## src/lcd_defines.svh

```systemverilog
`ifndef LCD_DEFINES_SVH
`define LCD_DEFINES_SVH

// clock cycles per microsecond, 10 MHz system clock
`define LCD_CLK_PER_US 10

// power-up and init sequence, in microseconds
`define LCD_POWERUP_US 500
`define LCD_INIT_STEP_US 50
`define LCD_CLEAR_US 200
`define LCD_ENTRY_US 100

// write cycle, in microseconds from the accept cycle
`define LCD_CYCLE_US 50
`define LCD_E_START_US 1
`define LCD_E_END_US 14

// characters per display line
`define LCD_LINE_LEN 16

`endif

```

## src/lcd_cmd_pkg.sv

```systemverilog
package lcd_cmd_pkg;

	// one word on the LCD parallel bus
	typedef struct packed {
		logic       rs;   // register select, 1 = data
		logic       rw;   // 1 = read, never sampled here
		logic [7:0] data;
	} lcd_word_t;

	// init configuration, msb first
	typedef struct packed {
		logic lines;      // 1 = two lines
		logic font;       // 1 = 5x10 dots
		logic display_on;
		logic cursor;
		logic blink;
		logic inc_dec;    // 1 = increment address
		logic shift;      // display shift on write
	} lcd_cfg_t;

	typedef logic [7:0] lcd_opcode_t;

	// instruction bases, option bits are or-ed in
	localparam lcd_opcode_t OP_FUNC_SET  = 8'h30;
	localparam lcd_opcode_t OP_DISP_CTRL = 8'h08;
	localparam lcd_opcode_t OP_CLEAR     = 8'h01;
	localparam lcd_opcode_t OP_ENTRY     = 8'h04;
	localparam lcd_opcode_t OP_SET_DDRAM = 8'h80;

endpackage

```

## src/lcd_text_pkg.sv

```systemverilog
package lcd_text_pkg;

	// one character code, ASCII-compatible in the lower half
	typedef logic [7:0] lcd_char_t;

	// column within a display line
	typedef logic [3:0] lcd_col_t;

	// display line select, 0 = top line
	typedef logic lcd_line_t;

	// blank cell
	localparam lcd_char_t CHAR_SPACE = 8'h20;

	// DDRAM start of the second line
	localparam logic [7:0] LINE1_BASE = 8'h40;

endpackage

```

## src/lcd_req_if.sv

```systemverilog
interface lcd_req_if;
	import lcd_cmd_pkg::*;

	logic      req;    // level, held until accept
	lcd_word_t word;   // stable while req is high
	logic      accept; // one-cycle, word latched
	logic      done;   // one-cycle, last cycle of the write

	modport requester (
		output req,
		output word,
		input  accept,
		input  done
	);

	modport arbiter_side (
		input  req,
		input  word,
		output accept,
		output done
	);

	modport driver (
		input  req,
		input  word,
		output accept,
		output done
	);

endinterface

```

## src/lcd_bus_driver.sv

```systemverilog
`include "lcd_defines.svh"

module lcd_bus_driver (
	input  logic                  clk,
	input  logic                  reset,
	input  lcd_cmd_pkg::lcd_cfg_t cfg,
	lcd_req_if.driver             bus,
	output logic                  lcd_e,
	output logic                  lcd_rs,
	output logic                  lcd_rw,
	output logic [7:0]            lcd_data,
	output logic                  lcd_ready
);
	import lcd_cmd_pkg::*;

	localparam int unsigned INIT_E_US = 10; // enable window of an init step

	localparam logic [12:0] POWERUP_LAST = 13'(`LCD_POWERUP_US * `LCD_CLK_PER_US - 1);
	localparam logic [12:0] INIT_E_CYC = 13'(INIT_E_US * `LCD_CLK_PER_US);
	localparam logic [12:0] E_START = 13'(`LCD_E_START_US * `LCD_CLK_PER_US);
	localparam logic [12:0] E_END = 13'(`LCD_E_END_US * `LCD_CLK_PER_US);
	localparam logic [12:0] CYCLE_LAST = 13'(`LCD_CYCLE_US * `LCD_CLK_PER_US - 1);

	typedef enum logic [1:0] {POWERUP, INIT, IDLE, WRITE} state_t;

	state_t      state;
	logic [1:0]  step;      // init instruction index
	logic [12:0] cnt;       // cycles within the current phase
	lcd_word_t   word_q;    // word being written
	logic [7:0]  init_data;
	logic [12:0] step_last; // last cycle of the current init step

	// init instruction and step length from cfg
	always_comb begin
		case (step)
			2'd0: begin
				init_data = OP_FUNC_SET | {4'b0000, cfg.lines, cfg.font, 2'b00};
				step_last = 13'((INIT_E_US + `LCD_INIT_STEP_US) * `LCD_CLK_PER_US - 1);
			end
			2'd1: begin
				init_data = OP_DISP_CTRL | {5'b00000, cfg.display_on, cfg.cursor, cfg.blink};
				step_last = 13'((INIT_E_US + `LCD_INIT_STEP_US) * `LCD_CLK_PER_US - 1);
			end
			2'd2: begin
				init_data = OP_CLEAR;
				step_last = 13'((INIT_E_US + `LCD_CLEAR_US) * `LCD_CLK_PER_US - 1);
			end
			default: begin
				init_data = OP_ENTRY | {6'b000000, cfg.inc_dec, cfg.shift};
				step_last = 13'((INIT_E_US + `LCD_ENTRY_US) * `LCD_CLK_PER_US - 1);
			end
		endcase
	end

	always_ff @(posedge clk) begin
		if (reset) begin
			state <= POWERUP;
			step <= 2'd0;
			cnt <= '0;
		end else begin
			case (state)
				POWERUP: begin
					if (cnt == POWERUP_LAST) begin
						state <= INIT;
						cnt <= '0;
					end else begin
						cnt <= cnt + 13'd1;
					end
				end
				INIT: begin
					if (cnt == step_last) begin
						cnt <= '0;
						step <= step + 2'd1; // wraps after entry mode
						if (step == 2'd3) begin
							state <= IDLE;
						end
					end else begin
						cnt <= cnt + 13'd1;
					end
				end
				IDLE: begin
					if (bus.req) begin
						state <= WRITE;
						cnt <= 13'd1; // accept cycle counts as cycle 0
					end
				end
				default: begin
					if (cnt == CYCLE_LAST) begin
						state <= IDLE;
						cnt <= '0;
					end else begin
						cnt <= cnt + 13'd1;
					end
				end
			endcase
		end
	end

	always_ff @(posedge clk) begin
		if (bus.accept) begin
			word_q <= bus.word;
		end
	end

	assign bus.accept = (state == IDLE) && bus.req;
	assign bus.done = (state == WRITE) && (cnt == CYCLE_LAST);
	assign lcd_ready = (state == IDLE) || (state == WRITE);

	always_comb begin
		lcd_e = 1'b0;
		{lcd_rs, lcd_rw, lcd_data} = '0;
		case (state)
			INIT: begin
				lcd_e = (cnt < INIT_E_CYC);
				lcd_data = init_data; // held through the wait as well
			end
			IDLE: begin
				if (bus.req) begin
					{lcd_rs, lcd_rw, lcd_data} = bus.word; // setup from accept cycle
				end
			end
			WRITE: begin
				lcd_e = (cnt >= E_START) && (cnt < E_END);
				{lcd_rs, lcd_rw, lcd_data} = word_q;
			end
			default: ;
		endcase
	end

	idle_holds: assert property (@(posedge clk) disable iff (reset)
		(state == IDLE) && !bus.req |=> (state == IDLE));

	no_e_when_quiet: assert property (@(posedge clk) disable iff (reset)
		(state == POWERUP) || (state == IDLE) |-> !lcd_e);

	accept_after_ready: assert property (@(posedge clk) disable iff (reset)
		bus.accept |-> lcd_ready);

endmodule

```

## src/lcd_bus_arbiter.sv

```systemverilog
module lcd_bus_arbiter (
	input logic             clk,
	input logic             reset,
	lcd_req_if.arbiter_side cmd,
	lcd_req_if.arbiter_side text,
	lcd_req_if.requester    drv
);
	logic lock;      // a write is in flight
	logic last_text; // side granted last and owner of the write in flight
	logic pick_text; // winner among current requests
	logic sel_text;

	// on a tie the side not granted last wins
	always_comb begin
		if (cmd.req && text.req) begin
			pick_text = !last_text;
		end else begin
			pick_text = text.req;
		end
	end

	assign sel_text = lock ? last_text : pick_text;

	assign drv.req = !lock && (cmd.req || text.req);
	assign drv.word = sel_text ? text.word : cmd.word;

	assign cmd.accept = drv.accept && !sel_text;
	assign text.accept = drv.accept && sel_text;
	assign cmd.done = drv.done && !sel_text;
	assign text.done = drv.done && sel_text;

	always_ff @(posedge clk) begin
		if (reset) begin
			lock <= 1'b0;
			last_text <= 1'b1; // first tie goes to the command port
		end else if (drv.accept) begin
			lock <= 1'b1;
			last_text <= pick_text;
		end else if (drv.done) begin
			lock <= 1'b0;
		end
	end

	one_accept: assert property (@(posedge clk) disable iff (reset)
		!(cmd.accept && text.accept));

endmodule

```

## src/lcd_cmd_port.sv

```systemverilog
module lcd_cmd_port (
	input  logic         clk,
	input  logic         reset,
	input  logic         cmd_valid,
	input  logic         cmd_rs,
	input  logic         cmd_rw,
	input  logic [7:0]   cmd_data,
	output logic         cmd_busy,
	lcd_req_if.requester bus
);
	import lcd_cmd_pkg::*;

	lcd_word_t word_q; // held host command
	logic      req_q;

	assign bus.req = req_q;
	assign bus.word = word_q;

	always_ff @(posedge clk) begin
		if (reset) begin
			cmd_busy <= 1'b0;
			req_q <= 1'b0;
		end else if (!cmd_busy) begin
			if (cmd_valid) begin
				cmd_busy <= 1'b1;
				req_q <= 1'b1;
			end
		end else begin
			if (bus.accept) begin
				req_q <= 1'b0;
			end
			if (bus.done) begin
				cmd_busy <= 1'b0; // ready for the next strobe
			end
		end
	end

	always_ff @(posedge clk) begin
		if (cmd_valid && !cmd_busy) begin
			word_q <= '{rs: cmd_rs, rw: cmd_rw, data: cmd_data};
		end
	end

endmodule

```

## src/lcd_text_writer.sv

```systemverilog
`include "lcd_defines.svh"

module lcd_text_writer (
	input  logic                    clk,
	input  logic                    reset,
	input  logic                    text_we,
	input  lcd_text_pkg::lcd_col_t  text_col,
	input  lcd_text_pkg::lcd_char_t text_char,
	input  logic                    text_refresh,
	input  lcd_text_pkg::lcd_line_t text_line,
	output logic                    text_busy,
	lcd_req_if.requester            bus
);
	import lcd_cmd_pkg::*;
	import lcd_text_pkg::*;

	localparam lcd_col_t LAST_COL = lcd_col_t'(`LCD_LINE_LEN - 1);

	lcd_char_t  line_buf [`LCD_LINE_LEN];
	lcd_line_t  line_q;     // line being refreshed
	lcd_col_t   col;        // next character to send
	logic       addr_phase; // set-address word still pending
	logic       req_q;
	logic [7:0] line_base;

	assign line_base = line_q ? LINE1_BASE : 8'h00;

	assign bus.req = req_q;
	assign bus.word = addr_phase
		? lcd_word_t'{rs: 1'b0, rw: 1'b0, data: OP_SET_DDRAM | line_base}
		: lcd_word_t'{rs: 1'b1, rw: 1'b0, data: line_buf[col]};

	// host side of the buffer, open at any time
	always_ff @(posedge clk) begin
		if (reset) begin
			for (int i = 0; i < `LCD_LINE_LEN; i++) begin
				line_buf[i] <= CHAR_SPACE;
			end
		end else if (text_we) begin
			line_buf[text_col] <= text_char;
		end
	end

	always_ff @(posedge clk) begin
		if (reset) begin
			text_busy <= 1'b0;
			req_q <= 1'b0;
			addr_phase <= 1'b0;
			col <= '0;
			line_q <= 1'b0;
		end else if (!text_busy) begin
			if (text_refresh) begin
				text_busy <= 1'b1;
				req_q <= 1'b1;
				addr_phase <= 1'b1;
				col <= '0;
				line_q <= text_line;
			end
		end else begin
			if (bus.accept) begin
				req_q <= 1'b0;
			end
			if (bus.done) begin
				if (addr_phase) begin
					addr_phase <= 1'b0; // column 0 next
					req_q <= 1'b1;
				end else if (col == LAST_COL) begin
					text_busy <= 1'b0;
				end else begin
					col <= col + 4'd1;
					req_q <= 1'b1;
				end
			end
		end
	end

	no_req_idle: assert property (@(posedge clk) disable iff (reset)
		!text_busy |-> !bus.req);

endmodule

```

## src/lcd_subsystem.sv

```systemverilog
module lcd_subsystem (
	input  logic                    clk,
	input  logic                    reset,
	input  lcd_cmd_pkg::lcd_cfg_t   cfg,
	input  logic                    cmd_valid,
	input  logic                    cmd_rs,
	input  logic                    cmd_rw,
	input  logic [7:0]              cmd_data,
	output logic                    cmd_busy,
	input  logic                    text_we,
	input  lcd_text_pkg::lcd_col_t  text_col,
	input  lcd_text_pkg::lcd_char_t text_char,
	input  logic                    text_refresh,
	input  lcd_text_pkg::lcd_line_t text_line,
	output logic                    text_busy,
	output logic                    lcd_e,
	output logic                    lcd_rs,
	output logic                    lcd_rw,
	output logic [7:0]              lcd_data,
	output logic                    lcd_ready
);
	lcd_req_if cmd_req ();
	lcd_req_if text_req ();
	lcd_req_if drv_req ();

	lcd_cmd_port u_cmd_port (
		.clk       (clk),
		.reset     (reset),
		.cmd_valid (cmd_valid),
		.cmd_rs    (cmd_rs),
		.cmd_rw    (cmd_rw),
		.cmd_data  (cmd_data),
		.cmd_busy  (cmd_busy),
		.bus       (cmd_req.requester)
	);

	lcd_text_writer u_text_writer (
		.clk          (clk),
		.reset        (reset),
		.text_we      (text_we),
		.text_col     (text_col),
		.text_char    (text_char),
		.text_refresh (text_refresh),
		.text_line    (text_line),
		.text_busy    (text_busy),
		.bus          (text_req.requester)
	);

	lcd_bus_arbiter u_arbiter (
		.clk   (clk),
		.reset (reset),
		.cmd   (cmd_req.arbiter_side),
		.text  (text_req.arbiter_side),
		.drv   (drv_req.requester)
	);

	lcd_bus_driver u_driver (
		.clk       (clk),
		.reset     (reset),
		.cfg       (cfg),
		.bus       (drv_req.driver),
		.lcd_e     (lcd_e),
		.lcd_rs    (lcd_rs),
		.lcd_rw    (lcd_rw),
		.lcd_data  (lcd_data),
		.lcd_ready (lcd_ready)
	);

endmodule

```

## config.mk

```make
export PLATFORM = sky130hd
export DESIGN_NAME = lcd_subsystem
export DESIGN_NICKNAME = d
export VERILOG_FILES = /design/src/lcd_cmd_pkg.sv /design/src/lcd_text_pkg.sv /design/src/lcd_req_if.sv /design/src/lcd_bus_driver.sv /design/src/lcd_bus_arbiter.sv /design/src/lcd_cmd_port.sv /design/src/lcd_text_writer.sv /design/src/lcd_subsystem.sv
export VERILOG_INCLUDE_DIRS = /design/src
export SDC_FILE = /design/constraint.sdc
export NUM_CORES = 1
export LEC_CHECK = 0
export ABC_AREA = 1
export BUFFER_PORTS_ARGS = -buffer_cell sky130_fd_sc_hd__clkbuf_2
export CAP_MARGIN = 20
export CELL_PAD_IN_SITES_DETAIL_PLACEMENT = 1
export CELL_PAD_IN_SITES_GLOBAL_PLACEMENT = 1
export CORE_MARGIN = 5
export CORE_UTILIZATION = 35
export CTS_CLUSTER_SIZE = 25
export DETAILED_ROUTE_END_ITERATION = 10
export PLACE_DENSITY_LB_ADDON = 0.1
export SLEW_MARGIN = 20
export SYNTH_ARGS = -nofsm -noshare
export SYNTH_HDL_FRONTEND = slang
export SYNTH_HIERARCHICAL = 1
export SYNTH_SLANG_ARGS = --single-unit
```

## constraint.sdc

```tcl
create_clock -name clk -period 3.26 [get_ports clk]
set_input_delay 0.652 -clock clk [delete_from_list [all_inputs] [get_ports clk]]
set_output_delay 0.652 -clock clk [all_outputs]
set_load 0.1 [all_outputs]
```

==> run metrics <==
total CTS buffers 17; HP Class in -> reg; Cell Pwr Density 492 mW/mm2; clock-pin slew on the worst setup and hold paths 80 ps; post-synth net total 1101; Initial Util 0.357; overall power 5.08 mW; Synth async-reset ratio 0; DRC viols 0; critical path launch point type register; grt total ovfl 0; die height 171 um; core area 0.0253 mm2; DP Wirelength 19100 um; chip width 171 um; number of buffer cells added on primary ports 48; CP max stage delay 430 ps; WP data required 2610 ps; WL final 27300 um; Routed WL per cell 19.1 um; Area Overhead vs Synth 14.5%; final setup vio count 0; Root Driver clkbuf_16; synthesis warning total 6; worst rel slew slack 0.418; Worst Setup End Kind output port; Initial DRC Count 543; proportion of layout cells with a drive suffix above 1 0.119; Crit Path Max Fanout 29; # diodes 0; outcome finished clean; Lkg Pwr 4.14 nW; commonest non-fill, non-tap cell in the layout nand2_1; Antenna Nets Post-Route 0; Fill cells 2996; met3 Use GR 0.0277; global-route usage over all layers 0.192; Vias/cell 5.00; final non-filler cell total 1435; postcts setup bufs 0; vias 7168; Seq cells post-synth 181; cells along the critical path buf_8 -> o21ai_0 -> o211ai_1 -> nand3_1 -> nand3_1 -> nand2_1 -> nand2_1 -> a22o_1 -> buf_12; Setup Skew 14.6 ps; Fmax 0.320 GHz; RSZ-0062 raised after global routing true; met2 usage 0.322; Longest Clk Path Bufs 2; Pre-Repair DR Iteration Count 4; Slowest cell on crit path dfxtp_1; initial antenna violation count 0; hold_buf cts 0; FP Rows 58; fin. max-slew vios 0; Final #Nets 1134; critical path buffer and inverter count 2; GPL Wtd Cong 0.842; mapped cell area 0.00902 mm2; die area 0.0291 mm2; placed cell count 1403; htree depth 4; EDFF count, synth 148; most frequent cells in the layout nand2_1 (249), nor2_1 (228), edfxtp_1 (148); family with the most delay on the worst path compound AO/OA/AOI/OAI gates; Final Hold Fails 0; worst hold slack 383 ps; GRT busiest layer met2; Post-synth top flop edfxtp_1; CTS tree done; num ports 49; post-synth cell types 39; largest net degree at the start of global routing 44; vias in the first global route 7192; GRT met1 Usage 0.269; Clk Latency, worst-skew pair 440 ps; slew at the pin with the worst max-slew slack 871 ps; DP Area 0.00969 mm2; fin util 0.409; synthesized instance count 1059; peak supply drop 0.300 mV; Seq/Total Area, Yosys 0.566; CP Class reg -> out; WP data arrival 2470 ps; fin crit share 0.959; Period minus WS final 3130 ps; # clock sinks 181; Mapped Avg Cell Area 8.52 um2; Non-Filler Cell Area, Final 0.0103 mm2; MaxCap Viol Count 0; first-pass GRT wire length 42400 um
-- where the power goes --
group          switching (mW)  internal (mW)
sequential             0.0526           2.61
clock                    1.02           1.10
combinational           0.225         0.0728
-- stage by stage --
step,TNS [ps],setup WS [ps]
finish,0,134
global route,-45.5,-39.9
CTS,0,14.7
detailed placement,0,454
global placement,0,427
floorplan,0,413
-- synth_stat cells, types with 13 or more instances --
master	number	area share
buf_2	16	0.0089
dfxtp_1	33	0.073
inv_1	91	0.038
o21ai_1	28	0.016
inv_2	13	0.0054
nor2_1	228	0.095
edfxtp_1	148	0.49
a21oi_1	34	0.019
clkbuf_1	17	0.0071
nand3_1	91	0.050
nand2_1	249	0.10
o21ai_0	20	0.011
-- layout make-up --
cell class                      instances  area, um2  area share
Clock buffer                           17        425      0.0412
Sequential cell                       181       5110       0.495
Timing Repair Buffer                   61        537      0.0520
Clock inverter                         15        181      0.0176
Inverter                              106        403      0.0390
Multi-Input combinational cell        725       3260       0.316
Tap cell                              330        413      0.0400
-- repair_timing --
action / in CTS / in global routing
endpoints found under the setup margin: 3 / 8
gates resized for setup: 1 / 10
pin swaps: 0 / 1
-- metal layers --
layer	vias up	routed length, um
met5	-	0
met4	0	215
met3	16	807
met2	92	13300
met1	3544	13000
li1	3516	-
-- worst paths after layout --
check / start / end / slack, ps / cells after the start
worst max register to register: u_driver/cnt[0] / register / 850 / 14
worst max-delay path: register / lcd_data[7] / 130 / 9
worst min-delay path: cmd_data[3] / u_cmd_port/bus.word[3] / 380 / 1
worst min register to register: u_text_writer/line_q / u_text_writer/line_q / 500 / 2
-- logic make-up (layout without fill, tap and decap cells) --
logic type	Yosys count	after routing	share of synthesized area
flops	181	181	0.566
buf+inv	153	199	0.0731
other cells	1	1	0.000416
simple gates	610	610	0.283
xor+xnor	4	4	0.00388
fa+ha+maj	7	7	0.00971
compound gates	103	103	0.0642
-- sequential cells by signal, summed over array words and instances (netlist names), named ones only --
register,flops
u_cmd_port/bus.word,10
u_cmd_port/bus.req,1
u_driver/cnt,13
u_arbiter/last_text,1
u_text_writer/addr_phase,1
u_text_writer/line_q,1
u_text_writer/text_busy,1
u_text_writer/bus.req,1
u_text_writer/line_buf,128
u_driver/word_q,10
u_cmd_port/cmd_busy,1
u_text_writer/col,4
u_arbiter/lock,1
u_driver/state,2
u_driver/step,2
Note: power is estimated with default switching activity, not from simulation.
